[config.mk]
export PLATFORM = sky130hd
export DESIGN_NAME = debug_subsystem
export DESIGN_NICKNAME = d
export VERILOG_FILES = /design/src/common/dbg_pkg.sv /design/src/design/debug_module.sv /design/src/design/debug_subsystem.sv /design/src/design/dtm/dtm_regs.sv /design/src/design/jtag_tap/jtag_tap_ctrl.sv
export VERILOG_INCLUDE_DIRS = /design/src /design/src/common
export SDC_FILE = /design/constraint.sdc
export NUM_CORES = 1
export LEC_CHECK = 0
export BUFFER_PORTS_ARGS = -buffer_cell sky130_fd_sc_hd__buf_4
export CAP_MARGIN = 30
export CORE_ASPECT_RATIO = 2
export CORE_MARGIN = 5
export CORE_UTILIZATION = 60
export CTS_CLUSTER_SIZE = 24
export DETAILED_ROUTE_END_ITERATION = 10
export PLACE_DENSITY = 0.86
export SETUP_SLACK_MARGIN = 0.5
export SLEW_MARGIN = 20
export SYNTH_ARGS = -nofsm -noshare
export SYNTH_HDL_FRONTEND = slang
export SYNTH_HIERARCHICAL = 1
export SYNTH_SLANG_ARGS = --single-unit
[constraint.sdc]
create_clock -name jtag_tck_i -period 6.9 [get_ports jtag_tck_i]
set_clock_uncertainty 0.05 [all_clocks]
set_input_delay 1.38 -clock jtag_tck_i [delete_from_list [all_inputs] [get_ports jtag_tck_i]]
set_output_delay 1.38 -clock jtag_tck_i [all_outputs]
set_load 0.05 [all_outputs]
[src/common/dbg_defs.svh]
`ifndef DBG_DEFS_SVH
`define DBG_DEFS_SVH

//////////////////////////////////////////////////////////////////////
// JTAG transport

// Version 1, part 0x0db1, manufacturer 0, LSB always one
`define DBG_IDCODE          32'h10db_1001
`define DBG_IR_LEN          5

//////////////////////////////////////////////////////////////////////
// Debug module interface

`define DBG_DMI_ABITS       7
`define DBG_DMI_DATAW       32
`define DBG_DMI_LEN         41          // addr + data + op

`define DBG_IDLE_HINT       3'd1        // Cycles to spend in Run-Test-Idle
`define DBG_DTM_VERSION     4'd1        // Spec 0.13
`define DBG_DM_VERSION      4'd2        // Spec 0.13

//////////////////////////////////////////////////////////////////////
// Debug module register map

`define DBG_ADDR_DATA0      7'h04
`define DBG_ADDR_DATA1      7'h05
`define DBG_ADDR_DMCONTROL  7'h10
`define DBG_ADDR_DMSTATUS   7'h11

`endif

[src/common/dbg_pkg.sv]
package dbg_pkg;

    // IEEE 1149.1 controller states
    typedef enum logic [3:0] {
        TAP_TEST_LOGIC_RESET,
        TAP_RUN_TEST_IDLE,
        TAP_SELECT_DR_SCAN,
        TAP_CAPTURE_DR,
        TAP_SHIFT_DR,
        TAP_EXIT1_DR,
        TAP_PAUSE_DR,
        TAP_EXIT2_DR,
        TAP_UPDATE_DR,
        TAP_SELECT_IR_SCAN,
        TAP_CAPTURE_IR,
        TAP_SHIFT_IR,
        TAP_EXIT1_IR,
        TAP_PAUSE_IR,
        TAP_EXIT2_IR,
        TAP_UPDATE_IR
    } tap_state_e;

    typedef enum logic [4:0] {
        IR_IDCODE = 5'h01,
        IR_DTMCS  = 5'h10,
        IR_DMI    = 5'h11,
        IR_BYPASS = 5'h1f
    } jtag_ir_e;

    typedef enum logic [1:0] {
        DMI_NOP   = 2'd0,
        DMI_READ  = 2'd1,
        DMI_WRITE = 2'd2
    } dmi_op_e;

    // Status returned in the op field
    typedef enum logic [1:0] {
        DMI_OK     = 2'd0,
        DMI_FAILED = 2'd2,
        DMI_BUSY   = 2'd3              // Never raised, no back-pressure
    } dmi_stat_e;

endpackage

[src/design/debug_module.sv]
`timescale 1ns/1ps
`include "dbg_defs.svh"

module debug_module (
    input  logic                       jtag_tck_i,
    input  logic                       rst_n_i,
    input  logic                       dmi_req_i,
    input  dbg_pkg::dmi_op_e           dmi_op_i,
    input  logic [`DBG_DMI_ABITS-1:0]  dmi_addr_i,
    input  logic [`DBG_DMI_DATAW-1:0]  dmi_wdata_i,
    input  logic                       hart_halted_i,
    output logic                       dmi_ack_o,
    output logic [`DBG_DMI_DATAW-1:0]  dmi_rdata_o,
    output logic                       dmi_err_o,
    output logic                       debug_req_o,
    output logic                       ndmreset_o
);

    import dbg_pkg::*;

    logic [`DBG_DMI_DATAW-1:0]  data0_q;
    logic [`DBG_DMI_DATAW-1:0]  data1_q;
    logic                       dmactive_q;
    logic                       ndmreset_q;
    logic                       haltreq_q;
    logic [31:0]                dmcontrol;
    logic [31:0]                dmstatus;
    logic [`DBG_DMI_DATAW-1:0]  rd_data;
    logic                       addr_ok;
    logic                       wr_en;
    logic                       access_err;

    //////////////////////////////////////////////////////////////////////
    // Register views

    assign dmcontrol = {haltreq_q, 29'b0, ndmreset_q, dmactive_q};

    assign dmstatus = {20'b0,
                       ~hart_halted_i,          // allrunning
                       ~hart_halted_i,          // anyrunning
                       hart_halted_i,           // allhalted
                       hart_halted_i,           // anyhalted
                       1'b1,                    // authenticated
                       3'b0,
                       `DBG_DM_VERSION};

    always_comb begin
        rd_data = '0;
        addr_ok = 1'b1;
        case (dmi_addr_i)
            `DBG_ADDR_DATA0:     rd_data = data0_q;
            `DBG_ADDR_DATA1:     rd_data = data1_q;
            `DBG_ADDR_DMCONTROL: rd_data = dmcontrol;
            `DBG_ADDR_DMSTATUS:  rd_data = dmstatus;
            default:             addr_ok = 1'b0;
        endcase
    end

    assign wr_en      = dmi_req_i && (dmi_op_i == DMI_WRITE);
    assign access_err = !addr_ok || (wr_en && dmi_addr_i == `DBG_ADDR_DMSTATUS);

    //////////////////////////////////////////////////////////////////////
    // Register writes

    always_ff @(posedge jtag_tck_i or negedge rst_n_i) begin
        if (!rst_n_i) begin
            data0_q    <= '0;
            data1_q    <= '0;
            dmactive_q <= 1'b0;
            ndmreset_q <= 1'b0;
            haltreq_q  <= 1'b0;
        end else begin
            // Inactive module keeps everything cleared
            if (!dmactive_q) begin
                data0_q    <= '0;
                data1_q    <= '0;
                ndmreset_q <= 1'b0;
                haltreq_q  <= 1'b0;
            end
            if (wr_en && !access_err) begin
                case (dmi_addr_i)
                    `DBG_ADDR_DATA0: begin
                        if (dmactive_q) data0_q <= dmi_wdata_i;
                    end
                    `DBG_ADDR_DATA1: begin
                        if (dmactive_q) data1_q <= dmi_wdata_i;
                    end
                    `DBG_ADDR_DMCONTROL: begin
                        dmactive_q <= dmi_wdata_i[0];
                        ndmreset_q <= dmi_wdata_i[0] & dmi_wdata_i[1];
                        haltreq_q  <= dmi_wdata_i[0] & dmi_wdata_i[31];
                    end
                    default: begin
                    end
                endcase
            end
        end
    end

    //////////////////////////////////////////////////////////////////////
    // Response, one cycle after the request

    always_ff @(posedge jtag_tck_i or negedge rst_n_i) begin
        if (!rst_n_i) begin
            dmi_ack_o <= 1'b0;
            dmi_err_o <= 1'b0;
        end else begin
            dmi_ack_o <= dmi_req_i;
            dmi_err_o <= dmi_req_i && access_err;
        end
    end

    always_ff @(posedge jtag_tck_i) begin
        if (dmi_req_i) begin
            dmi_rdata_o <= (dmi_op_i == DMI_READ) ? rd_data : '0;   // Writes return zero
        end
    end

    assign debug_req_o = haltreq_q;
    assign ndmreset_o  = ndmreset_q;

endmodule

[src/design/debug_subsystem.sv]
`timescale 1ns/1ps
`include "dbg_defs.svh"

module debug_subsystem (
    input  logic  jtag_tck_i,
    input  logic  rst_n_i,
    input  logic  jtag_tms_i,
    input  logic  jtag_tdi_i,
    input  logic  hart_halted_i,
    output logic  jtag_tdo_o,
    output logic  debug_req_o,
    output logic  ndmreset_o
);

    import dbg_pkg::*;

    jtag_ir_e                   ir;
    logic                       capture_dr;
    logic                       shift_dr;
    logic                       update_dr;
    logic                       dr_tdo;

    // DMI between transport and debug module
    logic                       dmi_req;
    dmi_op_e                    dmi_op;
    logic [`DBG_DMI_ABITS-1:0]  dmi_addr;
    logic [`DBG_DMI_DATAW-1:0]  dmi_wdata;
    logic                       dmi_ack;
    logic [`DBG_DMI_DATAW-1:0]  dmi_rdata;
    logic                       dmi_err;

    jtag_tap_ctrl i_tap (
        .jtag_tck_i   (jtag_tck_i),
        .rst_n_i      (rst_n_i),
        .tms_i        (jtag_tms_i),
        .tdi_i        (jtag_tdi_i),
        .dr_tdo_i     (dr_tdo),
        .ir_o         (ir),
        .capture_dr_o (capture_dr),
        .shift_dr_o   (shift_dr),
        .update_dr_o  (update_dr),
        .tdo_o        (jtag_tdo_o)
    );

    dtm_regs i_dtm (
        .jtag_tck_i   (jtag_tck_i),
        .rst_n_i      (rst_n_i),
        .tdi_i        (jtag_tdi_i),
        .ir_i         (ir),
        .capture_dr_i (capture_dr),
        .shift_dr_i   (shift_dr),
        .update_dr_i  (update_dr),
        .dmi_ack_i    (dmi_ack),
        .dmi_rdata_i  (dmi_rdata),
        .dmi_err_i    (dmi_err),
        .dr_tdo_o     (dr_tdo),
        .dmi_req_o    (dmi_req),
        .dmi_op_o     (dmi_op),
        .dmi_addr_o   (dmi_addr),
        .dmi_wdata_o  (dmi_wdata)
    );

    debug_module i_dm (
        .jtag_tck_i    (jtag_tck_i),
        .rst_n_i       (rst_n_i),
        .dmi_req_i     (dmi_req),
        .dmi_op_i      (dmi_op),
        .dmi_addr_i    (dmi_addr),
        .dmi_wdata_i   (dmi_wdata),
        .hart_halted_i (hart_halted_i),
        .dmi_ack_o     (dmi_ack),
        .dmi_rdata_o   (dmi_rdata),
        .dmi_err_o     (dmi_err),
        .debug_req_o   (debug_req_o),
        .ndmreset_o    (ndmreset_o)
    );

endmodule

[src/design/dtm/dtm_regs.sv]
`timescale 1ns/1ps
`include "dbg_defs.svh"

module dtm_regs (
    input  logic                       jtag_tck_i,
    input  logic                       rst_n_i,
    input  logic                       tdi_i,
    input  dbg_pkg::jtag_ir_e          ir_i,
    input  logic                       capture_dr_i,
    input  logic                       shift_dr_i,
    input  logic                       update_dr_i,
    input  logic                       dmi_ack_i,
    input  logic [`DBG_DMI_DATAW-1:0]  dmi_rdata_i,
    input  logic                       dmi_err_i,
    output logic                       dr_tdo_o,
    output logic                       dmi_req_o,
    output dbg_pkg::dmi_op_e           dmi_op_o,
    output logic [`DBG_DMI_ABITS-1:0]  dmi_addr_o,
    output logic [`DBG_DMI_DATAW-1:0]  dmi_wdata_o
);

    import dbg_pkg::*;

    logic [`DBG_DMI_LEN-1:0]    dr_q;           // Shared by all data registers
    logic [`DBG_DMI_LEN-1:0]    capture_val;
    logic [31:0]                dtmcs;
    logic [`DBG_DMI_ABITS-1:0]  last_addr_q;
    logic [`DBG_DMI_DATAW-1:0]  last_rdata_q;
    dmi_stat_e                  stat_q;
    logic                       op_valid;
    logic                       dmireset;

    //////////////////////////////////////////////////////////////////////
    // Capture and shift

    assign dtmcs = {17'b0,
                    `DBG_IDLE_HINT,             // 14:12
                    stat_q,                     // 11:10 dmistat
                    6'(`DBG_DMI_ABITS),         // 9:4
                    `DBG_DTM_VERSION};          // 3:0

    always_comb begin
        case (ir_i)
            IR_IDCODE: capture_val = `DBG_DMI_LEN'(`DBG_IDCODE);
            IR_DTMCS:  capture_val = `DBG_DMI_LEN'(dtmcs);
            IR_DMI:    capture_val = {last_addr_q, last_rdata_q, stat_q};
            default:   capture_val = '0;        // BYPASS shifts out a 0 first
        endcase
    end

    // Length of the active register follows the IR
    always_ff @(posedge jtag_tck_i) begin
        if (capture_dr_i) begin
            dr_q <= capture_val;
        end else if (shift_dr_i) begin
            case (ir_i)
                IR_DMI: begin
                    dr_q <= {tdi_i, dr_q[`DBG_DMI_LEN-1:1]};
                end
                IR_IDCODE, IR_DTMCS: begin
                    dr_q[31:0] <= {tdi_i, dr_q[31:1]};
                end
                default: begin
                    dr_q[0] <= tdi_i;
                end
            endcase
        end
    end

    assign dr_tdo_o = dr_q[0];

    //////////////////////////////////////////////////////////////////////
    // DMI request

    // DMI layout: address on top, data in the middle, op in 1:0
    assign dmi_op_o    = dmi_op_e'(dr_q[1:0]);
    assign dmi_wdata_o = dr_q[`DBG_DMI_DATAW+1:2];
    assign dmi_addr_o  = dr_q[`DBG_DMI_LEN-1 -: `DBG_DMI_ABITS];

    assign op_valid = (dmi_op_o == DMI_READ) || (dmi_op_o == DMI_WRITE);

    // Dropped while an earlier error is still sticky
    assign dmi_req_o = update_dr_i && (ir_i == IR_DMI) && op_valid && (stat_q == DMI_OK);

    // DTMCS bit 16 clears the sticky status
    assign dmireset = update_dr_i && (ir_i == IR_DTMCS) && dr_q[16];

    //////////////////////////////////////////////////////////////////////
    // Result and sticky status

    always_ff @(posedge jtag_tck_i or negedge rst_n_i) begin
        if (!rst_n_i) begin
            stat_q       <= DMI_OK;
            last_addr_q  <= '0;
            last_rdata_q <= '0;
        end else begin
            if (dmi_req_o) begin
                last_addr_q <= dmi_addr_o;
            end
            if (dmi_ack_i) begin
                last_rdata_q <= dmi_rdata_i;
                if (dmi_err_i) begin
                    stat_q <= DMI_FAILED;
                end
            end
            if (dmireset) begin
                stat_q <= DMI_OK;
            end
        end
    end

endmodule

[src/design/jtag_tap/jtag_tap_ctrl.sv]
`timescale 1ns/1ps
`include "dbg_defs.svh"

module jtag_tap_ctrl (
    input  logic               jtag_tck_i,
    input  logic               rst_n_i,
    input  logic               tms_i,
    input  logic               tdi_i,
    input  logic               dr_tdo_i,
    output dbg_pkg::jtag_ir_e  ir_o,
    output logic               capture_dr_o,
    output logic               shift_dr_o,
    output logic               update_dr_o,
    output logic               tdo_o
);

    import dbg_pkg::*;

    tap_state_e             state_q;
    tap_state_e             state_d;
    logic [`DBG_IR_LEN-1:0] ir_shift_q;
    jtag_ir_e               ir_q;

    //////////////////////////////////////////////////////////////////////
    // Controller FSM

    always_comb begin
        case (state_q)
            TAP_TEST_LOGIC_RESET: state_d = tms_i ? TAP_TEST_LOGIC_RESET : TAP_RUN_TEST_IDLE;
            TAP_RUN_TEST_IDLE:    state_d = tms_i ? TAP_SELECT_DR_SCAN : TAP_RUN_TEST_IDLE;
            TAP_SELECT_DR_SCAN:   state_d = tms_i ? TAP_SELECT_IR_SCAN : TAP_CAPTURE_DR;
            TAP_CAPTURE_DR:       state_d = tms_i ? TAP_EXIT1_DR : TAP_SHIFT_DR;
            TAP_SHIFT_DR:         state_d = tms_i ? TAP_EXIT1_DR : TAP_SHIFT_DR;
            TAP_EXIT1_DR:         state_d = tms_i ? TAP_UPDATE_DR : TAP_PAUSE_DR;
            TAP_PAUSE_DR:         state_d = tms_i ? TAP_EXIT2_DR : TAP_PAUSE_DR;
            TAP_EXIT2_DR:         state_d = tms_i ? TAP_UPDATE_DR : TAP_SHIFT_DR;
            TAP_UPDATE_DR:        state_d = tms_i ? TAP_SELECT_DR_SCAN : TAP_RUN_TEST_IDLE;
            TAP_SELECT_IR_SCAN:   state_d = tms_i ? TAP_TEST_LOGIC_RESET : TAP_CAPTURE_IR;
            TAP_CAPTURE_IR:       state_d = tms_i ? TAP_EXIT1_IR : TAP_SHIFT_IR;
            TAP_SHIFT_IR:         state_d = tms_i ? TAP_EXIT1_IR : TAP_SHIFT_IR;
            TAP_EXIT1_IR:         state_d = tms_i ? TAP_UPDATE_IR : TAP_PAUSE_IR;
            TAP_PAUSE_IR:         state_d = tms_i ? TAP_EXIT2_IR : TAP_PAUSE_IR;
            TAP_EXIT2_IR:         state_d = tms_i ? TAP_UPDATE_IR : TAP_SHIFT_IR;
            TAP_UPDATE_IR:        state_d = tms_i ? TAP_SELECT_DR_SCAN : TAP_RUN_TEST_IDLE;
            default:              state_d = TAP_TEST_LOGIC_RESET;
        endcase
    end

    always_ff @(posedge jtag_tck_i or negedge rst_n_i) begin
        if (!rst_n_i) begin
            state_q <= TAP_TEST_LOGIC_RESET;
        end else begin
            state_q <= state_d;
        end
    end

    //////////////////////////////////////////////////////////////////////
    // Instruction register

    // Capture pattern ends in 01 as 1149.1 requires
    always_ff @(posedge jtag_tck_i) begin
        if (state_q == TAP_CAPTURE_IR) begin
            ir_shift_q <= `DBG_IR_LEN'(1);
        end else if (state_q == TAP_SHIFT_IR) begin
            ir_shift_q <= {tdi_i, ir_shift_q[`DBG_IR_LEN-1:1]};
        end
    end

    always_ff @(posedge jtag_tck_i or negedge rst_n_i) begin
        if (!rst_n_i) begin
            ir_q <= IR_IDCODE;
        end else if (state_q == TAP_TEST_LOGIC_RESET) begin
            ir_q <= IR_IDCODE;                      // Reload after TMS reset
        end else if (state_q == TAP_UPDATE_IR) begin
            case (ir_shift_q)
                IR_IDCODE, IR_DTMCS, IR_DMI: ir_q <= jtag_ir_e'(ir_shift_q);
                default:                     ir_q <= IR_BYPASS;
            endcase
        end
    end

    assign ir_o = ir_q;

    // DR strobes, each state lasts one cycle except Shift-DR
    assign capture_dr_o = (state_q == TAP_CAPTURE_DR);
    assign shift_dr_o   = (state_q == TAP_SHIFT_DR);
    assign update_dr_o  = (state_q == TAP_UPDATE_DR);

    // TDO from the current LSB
    always_comb begin
        case (state_q)
            TAP_SHIFT_IR: tdo_o = ir_shift_q[0];
            TAP_SHIFT_DR: tdo_o = dr_tdo_i;
            default:      tdo_o = 1'b0;
        endcase
    end

endmodule

Word-level counts from Yosys, hierarchy flattened
Cells that the tools add are included.

Bits in registers: 197. Latch bits: 0. RAM bits: 0. ROM bits: 0. Logic and storage cells: 121. Memories: 0.

$add $sub $neg: 0. Multiply operators: 0. Div/mod/pow operators: 0. $lt $le $gt $ge: 0. Equal/unequal tests: 27. Shifts and indexed selects: 0. Mux-type cells: 42. Bitwise logic cells: 3. Reduce and logical (&&, ||, !) cells: 32.

Operators with widths (count): 2-to-1 mux 32 bit (8); one-hot mux 32 bit (4 select lines) (1); one-hot mux 41 bit (3 select lines) (1); 2-to-1 mux 41 bit (2); one-hot mux 31 bit (2 select lines) (1); one-hot mux 4 bit (12 select lines) (1); equality test 4 bit (second input constant) (8); equality test 5 bit (second input constant) (4); equality test 4 x 3 -> 1 bit (second input constant) (4); 2-to-1 mux 4 bit (4); 2-to-1 mux 5 bit (3); equality test 7 x 3 -> 1 bit (second input constant) (2); equality test 7 x 5 -> 1 bit (second input constant) (2); 2-to-1 mux 2 bit (6); 2-to-1 mux 1 bit (11); equality test 5 x 1 -> 1 bit (second input constant) (2); nonzero test 2 bit (5); logical AND 1 bit (9); 2-to-1 mux 9 bit (1); OR reduction 3 bit (3); equality test 4 x 2 -> 1 bit (second input constant) (2); AND reduction 2 bit (4); 2-to-1 mux 3 bit (2); OR reduction 2 bit (3); 12 further kinds (15).

Logic depth before layout (Yosys ltp)
Word-level depth: 10. Mapped depth: 10.

Modules after synthesis
Netlist, hierarchy kept.

Modules (own cells, without submodules): debug_module (times used 1, cells an instance 384, area each 4528.1 um^2); dtm_regs (times used 1, cells an instance 288, area each 3555.9 um^2); jtag_tap_ctrl (times used 1, cells an instance 93, area each 819.5 um^2).

Worst setup path after synthesis
OpenSTA, ideal clock, no wires.

Path type: flip-flop to output port. Start point: reg i_tap.state_q[1]. End point: out jtag_tdo_o. Arrival time: 1861 ps. Data required time: 5470 ps. Setup slack: 3609 ps. Cell stages (with the launch flop): 4. Buffers on the path: 1. Path through: dfrtp_1 buf_6 nand2_1 o31ai_1.

Word-level cells in the longest chain between the ends: 2. Elaborated cells between the ends (all ways): 3.

Ends and longest elaborated chain: start, declared (RTL line jtag_tap_ctrl.sv:19) `tap_state_e state_q;`; start signal, assigned (RTL line jtag_tap_ctrl.sv:53) `state_q <= state_d;`; equality test 4 x 3 -> 1 bit or equality test 4 bit (tied branches) (RTL line jtag_tap_ctrl.sv:91) `case (state_q)`; one-hot mux 1 bit (2 select lines) * (RTL line jtag_tap_ctrl.sv:91); end, declared (RTL line debug_subsystem.sv:10) `output logic jtag_tdo_o,`.

Mark *: on every way between the ends. The rest lies on a longest branch, timed or not.

Final worst setup path
Start point: reg i_tap.state_q[3]. End point: reg i_dm.data1_q[8].

Word-level cells in the longest chain between the ends: 10.

Ends and longest elaborated chain: equality test 4 bit * (RTL line jtag_tap_ctrl.sv:87) `assign update_dr_o = (state_q == TAP_UPDATE_DR);`; via update_dr (RTL line debug_subsystem.sv:20) `logic update_dr;`; logical AND 1 bit * (3 in a row) (RTL line dtm_regs.sv:83) `assign dmi_req_o = update_dr_i && (ir_i == IR_DMI) && op_valid && (stat_q == DMI_OK);`; via dmi_req (RTL line debug_subsystem.sv:24) `logic dmi_req;`; logical AND 1 bit * (RTL line debug_module.sv:59) `assign wr_en = dmi_req_i && (dmi_op_i == DMI_WRITE);`; logical AND 1 bit (no source line); logical OR 1 bit (RTL line debug_module.sv:60) `` assign access_err = !addr_ok || (wr_en && dmi_addr_i == `DBG_ADDR_DMSTATUS); ``; zero test 1 bit (RTL line debug_module.sv:80) `if (wr_en && !access_err) begin`; logical AND 1 bit * (RTL line debug_module.sv:80); 2-to-1 mux 32 bit * (RTL line debug_module.sv:80); end signal, assigned (RTL line debug_module.sv:86) `if (dmactive_q) data1_q <= dmi_wdata_i;`; end, declared (RTL line debug_module.sv:22) `` logic [`DBG_DMI_DATAW-1:0] data1_q; ``.

The timed path passes the listed nets; every way through them passes the cells marked *. A chain may end at the register's enable or synchronous reset.

==> impl_metrics.tcl <==
set metrics [dict create \
    ant_nets 0 \
    synth-edff-count 73 \
    h-tree-depth 4 \
    yosysTopAreaCell "dfrtp_1" \
    dieArea_um2 17500 \
    finalHoldViolCount 0 \
    hpwlAfterDp_um 11500 \
    antenna_found_initial 0 \
    io_buffers 7 \
    seq_area_frac_synth_pct 58.9 \
    grt_pass1_wl_um 31100 \
    critPathCaptureType "flop" \
    syn_area_per_cell_um2 11.6 \
    first_global_vias 6273 \
    fmax_mhz 272 \
    final_nets 755 \
    finalMaxSlewViolations 0 \
    fp.dieH_um 182 \
    tightest_slew_ns 0.976 \
    tns_ns 0 \
    maxCapViolations 0 \
    cts_sinks 196 \
    vias 5810 \
    syn_nets 770 \
    drive_above_1_share_pct 15.1 \
    p_per_area_nw_per_um2 360 \
    clkLatencyLatePin_ns 0.44 \
    maxSlewHeadroom_pct 34.9 \
    rrSetupSlack_ns 3.22 \
    cts_tree "done" \
    p_leak_nw 3.83 \
    clk_pin_slew_ns 0.07 \
    drc 0 \
    drtIter0Drc 501 \
    n_antenna_cell 0 \
    drt_wl_total_um 18900 \
    cp.arrival_ns 3.97 \
    grt_overflow_total 0 \
    syn_area_um2 8900 \
    worstPathRequired_ns 7.20 \
    setup.worst_path.start_class "flop" \
    synthFlopType "dfrtp_1" \
    status "complete, no violations" \
    routed_via_density 6.06 \
    period_needed_ns 3.68 \
    grt_max_degree 101 \
    clockBufferDepth 2 \
    yosysMostFrequentCell "nand2_1" \
    max-vdd-ir-drop_mv 0.447 \
    setup_viol 0 \
    design_power_total_mw 3.44 \
    rsz0062_at_grt "no" \
    cts-resized-gates 0 \
    coreArea_um2 14700 \
    min_path_type "reg -> reg" \
    synthCells 765 \
    wl_per_cell_um 19.7 \
    cts_hold_buf 0 \
    nFillCells 1061 \
    gp_congestion 0.779 \
    synth_seq_cells 196 \
    drtPass1Iterations 7 \
    cts_made_buffers 17 \
    ys_types 56 \
    synth_common_cells "nand2_1, dfrtp_1, mux2i_1, edfxtp_1, mux2_2" \
    path_class "reg -> reg" \
    start_util_pct 60.4 \
    synthToLayoutAreaGrowth_pct 7.42 \
    synth_top_area_share_pct 32.9 \
    core.rowCount 63 \
    yosys-top-cells-area "dfrtp_1, edfxtp_1, mux2i_1" \
    critPathMaxFanout 35 \
    fin_crit_sh_pct 53.3 \
    async_flop_share_pct 60.2 \
    ios 8 \
    die_w_um 96.1 \
    post_cts_buffers 0 \
    yosys_warnings 6 \
    grt.total_usage_pct 23.3 \
    cts_root_buf "clkbuf_16" \
]
## sequential cells by signal, indices dropped and copies added (netlist names)
name	flops
i_dtm/last_rdata_q	32
i_dm/dmi_err_o	1
i_dm/dmi_rdata_o	32
i_dm/dmactive_q	1
i_dm/data0_q	32
i_tap/state_q	4
i_tap/ir_o	5
i_tap/ir_shift_q	5
i_dtm/last_addr_q	7
i_dtm/stat_q	1
i_dm/debug_req_o	1
i_dtm/dr_q	41
i_dm/dmi_ack_o	1
i_dm/ndmreset_o	1
i_dm/data1_q	32
## worst paths after layout
kind / startpoint / to / depth (start not counted)
worst max-delay path: i_tap/state_q[3]$_DFF_PN0_ / i_dm/data1_q[8]$_DFF_PN0_ / 10
worst min-delay path: i_dm/dmi_rdata_o[11]$_SDFFCE_PP0P_ / i_dtm/last_rdata_q[11]$_DFFE_PN0P_ / 1
worst max register to register: i_tap/state_q[3]$_DFF_PN0_ / i_dm/data1_q[8]$_DFF_PN0_ / 10
worst min register to register: i_dm/dmi_rdata_o[11]$_SDFFCE_PP0P_ / i_dtm/last_rdata_q[11]$_DFFE_PN0P_ / 1
max in group asynchronous: rst_n_i / i_dm/data1_q[20]$_DFF_PN0_ / 2
min in group asynchronous: rst_n_i / i_dtm/last_addr_q[6]$_DFFE_PN0P_ / 1
## cells in the final DEF (no fill, tap or decap), drive strengths merged, types with 14 or more instances in the layout
cell type | synthesis | final
buf | 31 | 18
clkbuf | 21 | 17
dfrtp | 117 | 117
edfxtp | 73 | 73
inv | 42 | 53
mux2 | 48 | 48
mux2i | 90 | 90
nand2 | 141 | 141
nand3 | 14 | 14
nor2 | 39 | 39
o21ai | 14 | 14
o22ai | 35 | 35
## metrics by stage
stage | utilization (%) | std cells | hold WS (ns) | cell area, µm² | worst slack (ns)
2_1_floorplan | - | 765 | 0.388 | 8900 | 3.61
3_3_place_gp | 61.0 | 925 | 0.408 | 9000 | 3.50
3_5_place_dp | 61.1 | 926 | 0.413 | 9000 | 3.32
4_1_cts | 64.9 | 958 | 0.432 | 9560 | 3.25
5_1_grt | 64.9 | 958 | 0.450 | 9560 | 2.96
6_report | 64.9 | 958 | 0.428 | 9560 | 3.22
## power breakdown
group	leakage, nW	internal, mW	switching (mW)
combinational	1.21	0.316	0.476
sequential	2.35	1.48	0.216
clock	0.278	0.480	0.473
total	3.83	2.28	1.17
## routing by layer
layer | vias up | wire length, µm | track usage, %
li1 | 2621 | - | -
met1 | 2958 | 6810 | 25.7
met2 | 175 | 10600 | 41.8
met3 | 56 | 712 | 3.30
met4 | 0 | 781 | 12.5
met5 | - | 0 | 0
## cells by family (layout without fill, tap and decap cells)
family | after synthesis | in the layout | synth area share (%)
AOI/OAI and AO/OA | 82 | 82 | 5.97
xor gates and xnor gates | 3 | 3 | 0.295
buffers and inverters | 94 | 92 | 5.03
DFF | 196 | 196 | 58.9
muxes | 138 | 138 | 16.2
and+or+nand+nor | 252 | 252 | 13.6
## final cells by class
type | instances | area (µm²) | share of cell area, %
flip-flops and latches | 196 | 5250 | 54.9
multi-input cells | 475 | 3220 | 33.7
clock buffers | 17 | 425 | 4.45
well taps | 195 | 244 | 2.55
inverters | 42 | 158 | 1.65
clock inverters | 15 | 136 | 1.43
repair buffers | 18 | 133 | 1.39
## worst max-delay path, cell delays in order, from the launching register on
cell,delay (ns)
dfrtp_1,0.70
nand2b_1,0.18
nor3_1,0.23
nor2b_1,0.26
nand4_4,0.21
inv_1,0.16
buf_4,0.49
nand4b_1,0.29
nor3_4,0.17
buf_4,0.53
mux2i_1,0.30
(Power assumes the default switching activity.)
